==> config.mk <==
export PLATFORM = sky130hd
export DESIGN_NAME = filter2d_top
export DESIGN_NICKNAME = d
export VERILOG_FILES = /design/src/verilog/filter_pkg.sv /design/src/verilog/filter_regs.sv /design/src/verilog/stream_decode.sv /design/src/verilog/kernel_window.sv /design/src/verilog/filter1d.sv /design/src/verilog/filter2d_execute.sv /design/src/verilog/delay_line.sv /design/src/verilog/filter_result.sv /design/src/verilog/filter2d_top.sv
export SDC_FILE = /design/constraint.sdc
export NUM_CORES = 2
export LEC_CHECK = 0
export ABC_AREA = 1
export BUFFER_PORTS_ARGS = -buffer_cell sky130_fd_sc_hd__buf_2
export CAP_MARGIN = 20
export CORE_MARGIN = 10
export CORE_UTILIZATION = 30
export CTS_CLUSTER_DIAMETER = 30
export DETAILED_ROUTE_END_ITERATION = 10
export HOLD_SLACK_MARGIN = 0.15
export PLACE_DENSITY = 0.48
export RECOVER_POWER = 100
export SYNTH_ARGS = -nofsm -noshare
export SYNTH_HDL_FRONTEND = slang
export SYNTH_HIERARCHICAL = 1
export SYNTH_SLANG_ARGS = --single-unit
==> constraint.sdc <==
create_clock -name clk -period 8.15 [get_ports clk]
set_input_delay 0.4075 -clock clk [delete_from_list [all_inputs] [get_ports clk]]
set_output_delay 0.4075 -clock clk [all_outputs]
set_load 0.05 [all_outputs]
==> src/verilog/filter_pkg.sv <==
package filter_pkg;

   // Stream token kinds
   typedef enum logic [1:0] {
      dtype_frame_start = 2'd0,
      dtype_pixel       = 2'd1,
      dtype_meta        = 2'd2,
      dtype_frame_end   = 2'd3
   } dtype_t;

   localparam int pixel_width      = 8;   // Default for top-level PIXEL_WIDTH
   localparam int coeff_width      = 8;
   localparam int coeff_frac_width = 7;   // 128 is unity gain
   localparam int kernel_size      = 3;
   localparam int pipe_latency     = 4;   // Stream in to stream out, in clocks

   // APB register map
   localparam logic [7:0] addr_ctrl   = 8'h00;   // Bit 0 is enable
   localparam logic [7:0] addr_coeff0 = 8'h04;
   localparam logic [7:0] addr_coeff1 = 8'h08;
   localparam logic [7:0] addr_coeff2 = 8'h0C;
   localparam logic [7:0] addr_cols   = 8'h10;

endpackage

==> src/verilog/filter_regs.sv <==
`timescale 1ns/100ps

module filter_regs #(
   parameter int MAX_COLS = 64,
   localparam int COL_WIDTH = $clog2(MAX_COLS + 1)
) (
   input  logic                  clk,
   input  logic                  resetb,
   input  logic                  psel,
   input  logic                  penable,
   input  logic                  pwrite,
   input  logic [7:0]            paddr,
   input  logic [31:0]           pwdata,
   output logic [31:0]           prdata,
   output logic                  pready,
   output logic                  pslverr,
   output logic                  enable,
   output logic [filter_pkg::kernel_size-1:0][filter_pkg::coeff_width-1:0] coeffs,
   output logic [COL_WIDTH-1:0]  num_cols
);

   localparam logic [filter_pkg::coeff_width-1:0] COEFF_ONE =
      filter_pkg::coeff_width'(1 << filter_pkg::coeff_frac_width);

   logic addr_hit;
   logic wr_en;

   // Read mux that also flags mapped addresses
   always_comb begin
      addr_hit = 1'b1;
      prdata   = '0;
      case (paddr)
         filter_pkg::addr_ctrl:   prdata = {31'b0, enable};
         filter_pkg::addr_coeff0: prdata = {24'b0, coeffs[0]};
         filter_pkg::addr_coeff1: prdata = {24'b0, coeffs[1]};
         filter_pkg::addr_coeff2: prdata = {24'b0, coeffs[2]};
         filter_pkg::addr_cols:   prdata = {{(32 - COL_WIDTH){1'b0}}, num_cols};
         default:                 addr_hit = 1'b0;
      endcase
   end

   assign pready  = 1'b1;                              // Zero wait states
   assign pslverr = psel && penable && !addr_hit;
   assign wr_en   = psel && penable && pwrite && addr_hit;

   always_ff @(posedge clk or negedge resetb) begin
      if (!resetb) begin
         enable    <= 1'b0;
         coeffs[0] <= '0;                              // Identity kernel
         coeffs[1] <= COEFF_ONE;
         coeffs[2] <= '0;
         num_cols  <= COL_WIDTH'(MAX_COLS);
      end else if (wr_en) begin
         case (paddr)
            filter_pkg::addr_ctrl:   enable    <= pwdata[0];
            filter_pkg::addr_coeff0: coeffs[0] <= pwdata[filter_pkg::coeff_width-1:0];
            filter_pkg::addr_coeff1: coeffs[1] <= pwdata[filter_pkg::coeff_width-1:0];
            filter_pkg::addr_coeff2: coeffs[2] <= pwdata[filter_pkg::coeff_width-1:0];
            filter_pkg::addr_cols:   num_cols  <= pwdata[COL_WIDTH-1:0];
            default:                 ;
         endcase
      end
   end

endmodule

==> src/verilog/stream_decode.sv <==
`timescale 1ns/100ps

module stream_decode #(
   parameter int MAX_COLS = 64,
   localparam int COL_WIDTH = $clog2(MAX_COLS + 1),
   localparam int IDX_WIDTH = $clog2(MAX_COLS)
) (
   input  logic                clk,
   input  logic                resetb,
   input  logic                enable,
   input  logic [COL_WIDTH-1:0] num_cols,
   input  logic                dvi,
   input  filter_pkg::dtype_t  dtypei,
   output logic                pix_accept,
   output logic [IDX_WIDTH-1:0] col_idx,
   output logic                win_valid,
   output logic                keep
);

   logic                 in_frame;
   logic [IDX_WIDTH-1:0] col_cnt;
   logic [1:0]           row_cnt;                     // Saturates at 2
   logic [COL_WIDTH-1:0] col_next;
   logic                 frame_start;
   logic                 frame_end;

   assign frame_start = dvi && (dtypei == filter_pkg::dtype_frame_start);
   assign frame_end   = dvi && (dtypei == filter_pkg::dtype_frame_end);
   assign pix_accept  = dvi && (dtypei == filter_pkg::dtype_pixel) && in_frame;
   assign col_next    = COL_WIDTH'(col_cnt) + COL_WIDTH'(1);
   assign col_idx     = col_cnt;

   // Window is complete once two full rows and two columns are behind it
   assign win_valid = pix_accept && (row_cnt == 2'd2) && (col_cnt >= IDX_WIDTH'(2));

   // Border pixels are dropped only while filtering
   assign keep = enable ? (dvi && (!pix_accept || win_valid)) : dvi;

   always_ff @(posedge clk or negedge resetb) begin
      if (!resetb) begin
         in_frame <= 1'b0;
         col_cnt  <= '0;
         row_cnt  <= '0;
      end else if (frame_start) begin
         in_frame <= 1'b1;
         col_cnt  <= '0;
         row_cnt  <= '0;
      end else if (frame_end) begin
         in_frame <= 1'b0;
      end else if (pix_accept) begin
         if (col_next >= num_cols) begin              // End of row
            col_cnt <= '0;
            if (row_cnt != 2'd2) begin
               row_cnt <= row_cnt + 2'd1;
            end
         end else begin
            col_cnt <= col_cnt + IDX_WIDTH'(1);
         end
      end
   end

endmodule

==> src/verilog/kernel_window.sv <==
`timescale 1ns/100ps

module kernel_window #(
   parameter int PIXEL_WIDTH = filter_pkg::pixel_width,
   parameter int MAX_COLS    = 64,
   localparam int IDX_WIDTH  = $clog2(MAX_COLS)
) (
   input  logic                   clk,
   input  logic                   resetb,
   input  logic                   pix_accept,
   input  logic [IDX_WIDTH-1:0]   col_idx,
   input  logic [PIXEL_WIDTH-1:0] datai,
   output logic [filter_pkg::kernel_size-1:0][filter_pkg::kernel_size-1:0]
                [PIXEL_WIDTH-1:0] window
);

   localparam int K = filter_pkg::kernel_size;

   // Previous row and the row before it
   logic [PIXEL_WIDTH-1:0] line_prev  [MAX_COLS];
   logic [PIXEL_WIDTH-1:0] line_prev2 [MAX_COLS];
   logic [PIXEL_WIDTH-1:0] above1;
   logic [PIXEL_WIDTH-1:0] above2;

   assign above1 = line_prev[col_idx];                // Asynchronous read
   assign above2 = line_prev2[col_idx];

   always_ff @(posedge clk) begin
      if (pix_accept) begin
         line_prev[col_idx]  <= datai;
         line_prev2[col_idx] <= above1;                // Row ages by one
      end
   end

   // Row 0 holds the oldest row and column K-1 the newest pixel
   always_ff @(posedge clk or negedge resetb) begin
      if (!resetb) begin
         window <= '0;
      end else if (pix_accept) begin
         for (int r = 0; r < K; r++) begin
            for (int c = 0; c < K - 1; c++) begin
               window[r][c] <= window[r][c+1];
            end
         end
         window[0][K-1] <= above2;
         window[1][K-1] <= above1;
         window[2][K-1] <= datai;
      end
   end

endmodule

==> src/verilog/filter1d.sv <==
`timescale 1ns/100ps

module filter1d #(
   parameter int PIXEL_WIDTH = filter_pkg::pixel_width
) (
   input  logic                   clk,
   input  logic                   resetb,
   input  logic [filter_pkg::kernel_size-1:0][filter_pkg::coeff_width-1:0] coeffs,
   input  logic [filter_pkg::kernel_size-1:0][PIXEL_WIDTH-1:0] taps,
   output logic [PIXEL_WIDTH-1:0] datao
);

   // Room for three full-scale products
   localparam int SUM_WIDTH = PIXEL_WIDTH + filter_pkg::coeff_width + 2;
   localparam logic [PIXEL_WIDTH-1:0] PIX_MAX = {PIXEL_WIDTH{1'b1}};

   logic [SUM_WIDTH-1:0] acc;
   logic [SUM_WIDTH-1:0] scaled;
   logic                 sat;

   always_comb begin
      acc = '0;
      for (int i = 0; i < filter_pkg::kernel_size; i++) begin
         acc = acc + SUM_WIDTH'(taps[i]) * SUM_WIDTH'(coeffs[i]);
      end
      scaled = acc >> filter_pkg::coeff_frac_width;   // Drop fraction bits
   end

   assign sat = scaled > SUM_WIDTH'(PIX_MAX);

   always_ff @(posedge clk or negedge resetb) begin
      if (!resetb) begin
         datao <= '0;
      end else begin
         datao <= sat ? PIX_MAX : scaled[PIXEL_WIDTH-1:0];
      end
   end

endmodule

==> src/verilog/filter2d_execute.sv <==
`timescale 1ns/100ps

module filter2d_execute #(
   parameter int PIXEL_WIDTH = filter_pkg::pixel_width
) (
   input  logic                   clk,
   input  logic                   resetb,
   input  logic [filter_pkg::kernel_size-1:0][filter_pkg::coeff_width-1:0] coeffs,
   input  logic [filter_pkg::kernel_size-1:0][filter_pkg::kernel_size-1:0]
                [PIXEL_WIDTH-1:0] window,
   output logic [PIXEL_WIDTH-1:0] datao
);

   // Horizontal results, one per window row
   logic [filter_pkg::kernel_size-1:0][PIXEL_WIDTH-1:0] row_out;

   filter1d #(.PIXEL_WIDTH(PIXEL_WIDTH)) row_filt0 (
      .clk    (clk),
      .resetb (resetb),
      .coeffs (coeffs),
      .taps   (window[0]),
      .datao  (row_out[0])
   );

   filter1d #(.PIXEL_WIDTH(PIXEL_WIDTH)) row_filt1 (
      .clk    (clk),
      .resetb (resetb),
      .coeffs (coeffs),
      .taps   (window[1]),
      .datao  (row_out[1])
   );

   filter1d #(.PIXEL_WIDTH(PIXEL_WIDTH)) row_filt2 (
      .clk    (clk),
      .resetb (resetb),
      .coeffs (coeffs),
      .taps   (window[2]),
      .datao  (row_out[2])
   );

   // Vertical pass over the row results gives the centre response
   filter1d #(.PIXEL_WIDTH(PIXEL_WIDTH)) col_filt (
      .clk    (clk),
      .resetb (resetb),
      .coeffs (coeffs),
      .taps   (row_out),
      .datao  (datao)
   );

endmodule

==> src/verilog/delay_line.sv <==
`timescale 1ns/100ps

module delay_line #(
   parameter type payload_t = logic,
   parameter int  DEPTH     = 3
) (
   input  logic     clk,
   input  logic     resetb,
   input  payload_t din,
   output payload_t dout
);

   payload_t stage [DEPTH];

   always_ff @(posedge clk or negedge resetb) begin
      if (!resetb) begin
         for (int i = 0; i < DEPTH; i++) begin
            stage[i] <= payload_t'(0);
         end
      end else begin
         stage[0] <= din;
         for (int i = 1; i < DEPTH; i++) begin
            stage[i] <= stage[i-1];
         end
      end
   end

   assign dout = stage[DEPTH-1];                      // Oldest entry

endmodule

==> src/verilog/filter_result.sv <==
`timescale 1ns/100ps

module filter_result #(
   parameter int PIXEL_WIDTH = filter_pkg::pixel_width
) (
   input  logic                   clk,
   input  logic                   resetb,
   input  logic                   enable,
   input  logic                   keep_d,
   input  filter_pkg::dtype_t     dtype_d,
   input  logic [PIXEL_WIDTH-1:0] raw_d,
   input  logic [PIXEL_WIDTH-1:0] filt_data,
   output logic                   dvo,
   output filter_pkg::dtype_t     dtypeo,
   output logic [PIXEL_WIDTH-1:0] datao
);

   logic use_filt;

   // Only pixels take the filtered value, and only while filtering
   assign use_filt = enable && (dtype_d == filter_pkg::dtype_pixel);

   always_ff @(posedge clk or negedge resetb) begin
      if (!resetb) begin
         dvo    <= 1'b0;
         dtypeo <= filter_pkg::dtype_t'(0);
         datao  <= '0;
      end else begin
         dvo <= keep_d;
         if (keep_d) begin                             // Hold bus between tokens
            dtypeo <= dtype_d;
            datao  <= use_filt ? filt_data : raw_d;
         end
      end
   end

endmodule

==> src/verilog/filter2d_top.sv <==
`timescale 1ns/100ps

module filter2d_top #(
   parameter int PIXEL_WIDTH = filter_pkg::pixel_width,
   parameter int MAX_COLS    = 64,
   localparam int COL_WIDTH  = $clog2(MAX_COLS + 1),
   localparam int IDX_WIDTH  = $clog2(MAX_COLS)
) (
   input  logic                   clk,
   input  logic                   resetb,
   input  logic                   psel,
   input  logic                   penable,
   input  logic                   pwrite,
   input  logic [7:0]             paddr,
   input  logic [31:0]            pwdata,
   output logic [31:0]            prdata,
   output logic                   pready,
   output logic                   pslverr,
   input  logic                   dvi,
   input  filter_pkg::dtype_t     dtypei,
   input  logic [PIXEL_WIDTH-1:0] datai,
   output logic                   dvo,
   output filter_pkg::dtype_t     dtypeo,
   output logic [PIXEL_WIDTH-1:0] datao
);

   localparam int SIDE_DEPTH = filter_pkg::pipe_latency - 1;   // Output register is the last

   logic                 enable;
   logic [filter_pkg::kernel_size-1:0][filter_pkg::coeff_width-1:0] coeffs;
   logic [COL_WIDTH-1:0] num_cols;
   logic                 pix_accept;
   logic [IDX_WIDTH-1:0] col_idx;
   logic                 keep;
   logic [filter_pkg::kernel_size-1:0][filter_pkg::kernel_size-1:0]
         [PIXEL_WIDTH-1:0] window;
   logic [PIXEL_WIDTH-1:0] filt_data;
   filter_pkg::dtype_t   dtype_in;
   filter_pkg::dtype_t   dtype_d;
   logic                 keep_d;
   logic [PIXEL_WIDTH-1:0] raw_d;

   // Outside a frame a pixel leaves as meta while filtering
   assign dtype_in = (enable && dvi && (dtypei == filter_pkg::dtype_pixel) && !pix_accept) ?
                     filter_pkg::dtype_meta : dtypei;

   filter_regs #(.MAX_COLS(MAX_COLS)) u_regs (
      .clk(clk), .resetb(resetb),
      .psel(psel), .penable(penable), .pwrite(pwrite),
      .paddr(paddr), .pwdata(pwdata), .prdata(prdata),
      .pready(pready), .pslverr(pslverr),
      .enable(enable), .coeffs(coeffs), .num_cols(num_cols)
   );

   stream_decode #(.MAX_COLS(MAX_COLS)) u_decode (
      .clk(clk), .resetb(resetb), .enable(enable), .num_cols(num_cols),
      .dvi(dvi), .dtypei(dtypei), .pix_accept(pix_accept),
      .col_idx(col_idx), .win_valid(), .keep(keep)
   );

   kernel_window #(.PIXEL_WIDTH(PIXEL_WIDTH), .MAX_COLS(MAX_COLS)) u_window (
      .clk(clk), .resetb(resetb), .pix_accept(pix_accept),
      .col_idx(col_idx), .datai(datai), .window(window)
   );

   filter2d_execute #(.PIXEL_WIDTH(PIXEL_WIDTH)) u_execute (
      .clk(clk), .resetb(resetb), .coeffs(coeffs),
      .window(window), .datao(filt_data)
   );

   delay_line #(.payload_t(filter_pkg::dtype_t), .DEPTH(SIDE_DEPTH)) u_dtype_dly (
      .clk(clk), .resetb(resetb), .din(dtype_in), .dout(dtype_d)
   );

   delay_line #(.payload_t(logic), .DEPTH(SIDE_DEPTH)) u_keep_dly (
      .clk(clk), .resetb(resetb), .din(keep), .dout(keep_d)
   );

   delay_line #(.payload_t(logic [PIXEL_WIDTH-1:0]), .DEPTH(SIDE_DEPTH)) u_raw_dly (
      .clk(clk), .resetb(resetb), .din(datai), .dout(raw_d)
   );

   filter_result #(.PIXEL_WIDTH(PIXEL_WIDTH)) u_result (
      .clk(clk), .resetb(resetb), .enable(enable),
      .keep_d(keep_d), .dtype_d(dtype_d), .raw_d(raw_d), .filt_data(filt_data),
      .dvo(dvo), .dtypeo(dtypeo), .datao(datao)
   );

endmodule

# Yosys cells after proc, flatten, opt, wreduce, memory -nomap -nowiden
# Memories as Yosys holds them, arrays and structs flattened. A register that Yosys moved wholly into a read port is not among the register bits.
# Cells that the tools add are included.
dict set report classes {
  n_eq_ne 10
  addsub 11
  n_mux 22
  n_lt_le_gt_ge 6
  multipliers 12
  reduce_logical 33
}
# op n
set op_table {}
lappend op_table {{multiplier 8 x 8 -> 16 bit} 12}
lappend op_table {{adder 17 x 16 -> 18 bit} 4}
lappend op_table {{adder 16 x 16 -> 17 bit} 4}
lappend op_table {{greater-than comparator 11 x 8 -> 1 bit (second input constant)} 4}
lappend op_table {{2-to-1 mux 8 bit} 5}
lappend op_table {{one-hot mux 8 bit (5 select lines)} 1}
lappend op_table {{2-to-1 mux 6 bit} 4}
lappend op_table {{equality test 8 x 4 -> 1 bit (second input constant)} 2}
lappend op_table {{logical AND 1 bit} 15}
lappend op_table {{2-to-1 mux 2 bit} 6}
lappend op_table {{AND reduction 2 bit} 6}
lappend op_table {{equality test 8 x 3 -> 1 bit (second input constant)} 1}
lappend op_table {{equality test 8 x 5 -> 1 bit (second input constant)} 1}
lappend op_table {{zero test 8 bit} 1}
lappend op_table {{nonzero test 2 bit} 4}
lappend op_table {{adder 6 x 1 -> 7 bit (second input constant)} 1}
lappend op_table {{>= comparator 7 bit} 1}
lappend op_table {{adder 6 x 1 -> 6 bit (second input constant)} 1}
lappend op_table {{>= comparator 6 x 2 -> 1 bit (second input constant)} 1}
lappend op_table {{2-to-1 mux 1 bit} 6}
lappend op_table {{OR reduction 5 bit} 1}
lappend op_table {{equality test 2 x 1 -> 1 bit (second input constant)} 2}
lappend op_table {{equality test 2 bit (second input constant)} 2}
lappend op_table {{AND reduction 4 bit} 1}
lappend op_table {{other kinds (6)} 8}
dict set report word_totals {
  register_bits 181
  n_memories 2
  output_inout_bits 45
  word_cells 128
  ram_bits 1024
}
# memory words width read_ports rd_ports_with_merged_regs write_ports line_no
set memory_table {}
lappend memory_table {u_window.line_prev 64 8 1 0 1 kernel_window.sv:20} ;# logic [PIXEL_WIDTH-1:0] line_prev [MAX_COLS];
lappend memory_table {u_window.line_prev2 64 8 1 1 1 kernel_window.sv:21} ;# logic [PIXEL_WIDTH-1:0] line_prev2 [MAX_COLS];

# Logic depth before layout (Yosys ltp)
dict set report depth {
  ltp_word 8
  ltp_mapped 28
  mapped_depth_nobuf 27
}

# By module
# Netlist, hierarchy kept.
# mod cells_each area_per_inst_um2 instances seq_area_each_um2
set by_module_without_submodules {}
lappend by_module_without_submodules {kernel_window 4503 45815.2 1 32551.2}
lappend by_module_without_submodules {{filter1d (u_execute.col_filt)} 990 7523.5 1 200.2}
lappend by_module_without_submodules {{filter1d (u_execute.row_filt2)} 991 7490.9 1 200.2}
lappend by_module_without_submodules {{filter1d (u_execute.row_filt0)} 981 7475.9 1 200.2}
lappend by_module_without_submodules {{filter1d (u_execute.row_filt1)} 992 7474.7 1 200.2}
lappend by_module_without_submodules {filter_regs 249 1930.6 1 803.3}
lappend by_module_without_submodules {stream_decode 108 775.7 1 225.2}
lappend by_module_without_submodules {{delay_line (u_raw_dly)} 32 660.6 1 600.6}
lappend by_module_without_submodules {filter_result 79 563.0 1 275.3}
lappend by_module_without_submodules {{delay_line (u_dtype_dly)} 8 165.2 1 150.1}
lappend by_module_without_submodules {{delay_line (u_keep_dly)} 3 75.1 1 75.1}
lappend by_module_without_submodules {filter2d_top 8 45.0 1 0.0}

# Worst setup path after synthesis
# Ideal clock, no wire load.
dict set report synth_path {
  path_type {flip-flop to flip-flop}
  from {register u_regs/coeffs[15] in the netlist's numbering}
  to {register u_execute.col_filt.datao[0]}
  setup_slack_ns 2.181
  required_time_ns 8.022
  setup_ns 0.128
  path_stages_with_launch 23
  path_buffers 1
  arrival_time_ns 5.841
  path_cell_list {dfstp_2 -> clkbuf_1 -> nand2_1 -> fa_1 -> fa_1 -> inv_1 -> fa_1 -> fa_1 -> fa_1 -> fa_1 -> inv_1 -> fa_1 -> inv_1 -> ha_1 -> a21o_1 -> nor2_2 -> o21ai_2 -> nand2_2 -> nand2_1 -> nand2_1 -> nand2_4 -> nor2_8 -> nand3_1}
}
dict set report synth_via {
  elab_chain_cells 5
}
# element line_no
set synth_rtl {}
lappend synth_rtl {{start, declared} filter_regs.sv:18} ;# output logic [filter_pkg::kernel_size-1:0][filter_pkg::coeff_width-1:0] coeffs,
lappend synth_rtl {{multiplier 8 x 8 -> 16 bit *} filter1d.sv:24} ;# acc = acc + SUM_WIDTH'(taps[i]) * SUM_WIDTH'(coeffs[i]);
lappend synth_rtl {{adder 16 x 16 -> 17 bit *} filter1d.sv:24}
lappend synth_rtl {{adder 17 x 16 -> 18 bit *} filter1d.sv:24}
lappend synth_rtl {{greater-than comparator 11 x 8 -> 1 bit} filter1d.sv:29} ;# assign sat = scaled > SUM_WIDTH'(PIX_MAX);
lappend synth_rtl {{2-to-1 mux 8 bit *} filter1d.sv:35} ;# datao <= sat ? PIX_MAX : scaled[PIXEL_WIDTH-1:0];
lappend synth_rtl {{end signal, assigned} filter1d.sv:35}
lappend synth_rtl {{end, declared} filter1d.sv:10} ;# output logic [PIXEL_WIDTH-1:0] datao
# Mark *: on every way between the ends. The rest lies on a longest branch, timed or not.
# A chain may end at the register's enable or synchronous reset.

# Worst setup path in the final report
dict set report layout_path {
  from {register u_decode.col_cnt[2] (netlist: u_decode/col_idx[2])}
  to {memory u_window/line_prev[29][2] in the netlist's numbering, enable pin}
}
# element line_no
set layout_lines {}
lappend layout_lines {{start, declared} stream_decode.sv:21} ;# logic [IDX_WIDTH-1:0] col_cnt;
lappend layout_lines {{start signal, assigned} stream_decode.sv:57} ;# col_cnt <= col_cnt + IDX_WIDTH'(1);
lappend layout_lines {{end, declared} kernel_window.sv:20}
# Straight into the memory's write port.

==> reports/results.md <==
| Stage | Metric | Reported |
| --- | --- | --- |
| sta | Pin slew with the least headroom to its limit | 4.89 ns |
| sta | Final cycle utilization of the critical path | 0.897 |
| power and ir drop | Reported leakage power | 47.2 nW |
| sta | Final Slew Violations | 1426 |
| critical path | Type of the worst setup path | register to register |
| sta | Final Hold Fails | 0 |
| global route | Pin count of the biggest net entering global routing | 164 |
| critical path | Data arrival time of the critical path | 7.72 ns |
| finish | Most common library cell in the layout ignoring fill and taps | sky130_fd_sc_hd__nand2_1 |
| finish | Layout overhead on the synthesized area | 17.4% |
| sta | Worst Slack Setup Final | 0.842 ns |
| status | Run status | complete, but fails checks |
| die | Vertical die dimension | 536 um |
| sta | Max Clk Rate | 137 MHz |
| drt | First-pass DRT Iterations | 5 |
| drt | Number of design rule violations left after detail routing | 0 |
| die | Total number of placement rows | 189 |
| drt | Remaining number of nets flagged by the antenna check after routing | 0 |
| worst hold path | Min-delay worst type | primary input to register |
| clocking | Worst-path clk slew | 0.04 ns |
| die | Die W | 536 um |
| drt | Post-detailed-route via-to-cell ratio | 4.44 |
| drt | Average wire length per cell after detail routing | 17.8 um |
| die | Core Area | 265000 um2 |
| run | Max-cap violations | 24 |
| die | Top-level I/O count | 101 |
| placement | Cell area after placement | 84000 um2 |
| sta | Setup TNS | 0 ns |
| clocking | Clock root cell | sky130_fd_sc_hd__clkbuf_16 |
| synth | Mean cell area of the mapped netlist | 8.94 um2 |
| finish | Highest-count cells in the layout ignoring fill and taps | 4036 x sky130_fd_sc_hd__nand2_1, 1563 x sky130_fd_sc_hd__inv_1, 1024 x sky130_fd_sc_hd__edfxtp_1 |
| critical path | Largest fanout on the critical path | 34 |
| drt | Number of vias after detailed routing | 56931 |
| clocking | CTS H-tree lvls | 5 |
| synth | Synth Instances | 8943 |
| sta | Number of setup violations in the final report | 0 |
| global route | Initial antenna violation count | 5 |
| sta | Setup repair after global routing missed its margin | no |
| placement | Half-perimeter wire length after placement | 147 mm |
| power and ir drop | Largest voltage drop on the vdd net | 0.248 mV |
| power and ir drop | Switch share | 0.291 |
| clocking | Clock tree from TritonCTS | yes |
| synth | Count of synthesis-stage warnings from yosys | 6 |
| power and ir drop | Part of the power in the clock network | 0.517 |
| finish | Fraction of final layout cells sized beyond drive strength 1 | 0.0709 |
| clocking | Total CTS buffers | 296 |
| finish | Nets | 10133 |
| drt | Iter 0 DRT Violations | 3743 |
| sta | Tmin final | 7.31 ns |
| critical path | Kind of end point of the critical path | register |
| power and ir drop | Share of total power in combinational logic | 0.142 |
| power and ir drop | Fraction of power consumed by sequential logic | 0.340 |
| finish | Post-route insts no fill | 12817 |
| placement | Placed cells | 12253 |
| synth | Synthesized area | 80000 um2 |
| die | Die outline area | 288000 um2 |
| power and ir drop | Total power density per cell area | 248 nW/um2 |
| power and ir drop | Net Sw Power | 0.00678 W |
| sta | Worst-case clock skew | 0.113 ns |
| drt | Final wirelength | 228 mm |
| status | Violated checks | max-capacitance violations, max-slew violations |
| placement | Placer's final routability congestion estimate | 0.839 |
| sta | Slew HR | -2.26 |
| critical path | CP startpoint kind | register |
| die | Starting density of the core | 0.301 |
| power and ir drop | Power Internal | 0.0165 W |
| clocking | Insertion delay of the later-clocked pin in the worst-skew pair | 0.86 ns |
| clocking | Clock sink count | 1213 |
| global route | Number of global-route vias before repair | 58787 |
| finish | Finished Cell Area | 93900 um2 |
| global route | Global-route wire length before repair | 351 mm |
| critical path | Required time worst endpoint | 8.56 ns |
| placement | Count of port buffers added during placement | 51 |
| global route | Overall Global Routing Usage | 0.156 |
| placement | Worst slack after detailed placement | 1.26 ns |
| global route | Congestion Overflow GR | 0 |
| clocking | Maximum clock insertion buffer count | 4 |
-- final cells by class --
class	count	area, um2
multi-input combinational	5713	36400
fill	27015	171000
antenna	8	20.0
sequential	1213	35500
clock inverter	182	2420
tap	3533	4420
inverter	1580	5950
clock buffer	345	7770
timing repair buffer	243	1510
-- critical path, cell delays in order (launching register included) --
cell and delay, ns:
sky130_fd_sc_hd__dfrtp_1 0.68, sky130_fd_sc_hd__clkbuf_1 1.75, sky130_fd_sc_hd__inv_4 0.62, sky130_fd_sc_hd__nor2_1 0.97, sky130_fd_sc_hd__nand3_1 1.01, sky130_fd_sc_hd__nor2_1 1.25, sky130_fd_sc_hd__clkbuf_1 0.64
-- worst paths after layout --
kind,slack [ns],from,cells after the start,end
worst max-delay path,0.84,u_decode/col_idx[2]$_DFFE_PN0P_,6,u_window/line_prev[29][2]$_DFFE_PP_
worst min-delay path,0.17,paddr[5],6,u_regs/enable$_DFFE_PN0P_
worst max register to register,0.84,u_decode/col_idx[2]$_DFFE_PN0P_,6,u_window/line_prev[29][2]$_DFFE_PP_
worst min register to register,0.30,u_raw_dly/stage[15]$_DFF_PN0_,0,u_raw_dly/dout[7]$_DFF_PN0_
max in group asynchronous,2.38,resetb,3,u_regs/coeffs[8]$_DFFE_PN0P_
min in group asynchronous,1.93,resetb,2,u_result/datao[7]$_DFFE_PN0P_
-- registers in the layout, indices dropped and copies added (netlist names) --
register                   count
u_dtype_dly/dout               2
u_result/dtypeo                2
u_decode/in_frame              1
u_window/line_prev           512
u_decode/row_cnt               2
u_result/dvo                   1
u_result/datao                 8
u_keep_dly/dout                1
u_execute/row_filt0/datao      8
u_keep_dly/stage               2
u_execute/row_filt1/datao      8
u_window/line_prev2          512
u_regs/num_cols                7
u_raw_dly/dout                 8
u_regs/coeffs                 24
u_execute/row_filt2/datao      8
u_decode/col_idx               6
u_execute/col_filt/datao       8
u_dtype_dly/stage              4
u_regs/enable                  1
u_raw_dly/stage               16
u_window/window               72
-- per-layer routing --
layer / vias up / global-route usage / wire [um]
li1: 27157 / - / -
met1: 27948 / 0.208 / 101000
met2: 1447 / 0.264 / 108000
met3: 379 / 0.0227 / 12300
met4: 0 / 0.0476 / 6590
met5: - / 0 / 0
-- power groups by stage --
stage	logic [W]	clock network (W)	registers, W
2_1_floorplan	0.00254	0	0.00747
3_3_place_gp	0.00331	0	0.00800
3_5_place_dp	0.00335	0	0.00800
4_1_cts	0.00337	0.0123	0.00790
5_1_grt	0.00379	0.0126	0.00797
6_report	0.00332	0.0121	0.00793
-- repair_timing --
| item | in CTS | in global routing |
|---|---|---|
| hold endpoints to repair | 104 | 0 |
| hold buffers | 28 | 0 |
| endpoints found under the setup margin | 0 | 0 |
| buffers inserted | 0 | 0 |
| resized for setup | 0 | 0 |
-- through the flow --
step | hold slack, ns | utilization | total power (W)
global placement | 0.336 | 0.317 | 0.0113
detailed placement | 0.335 | 0.317 | 0.0114
global route | 0.202 | 0.354 | 0.0244
finish | 0.174 | 0.354 | 0.0233
CTS | 0.151 | 0.356 | 0.0235
floorplan | 0.112 | - | 0.0100
Note: power is estimated with default switching activity, not from simulation.
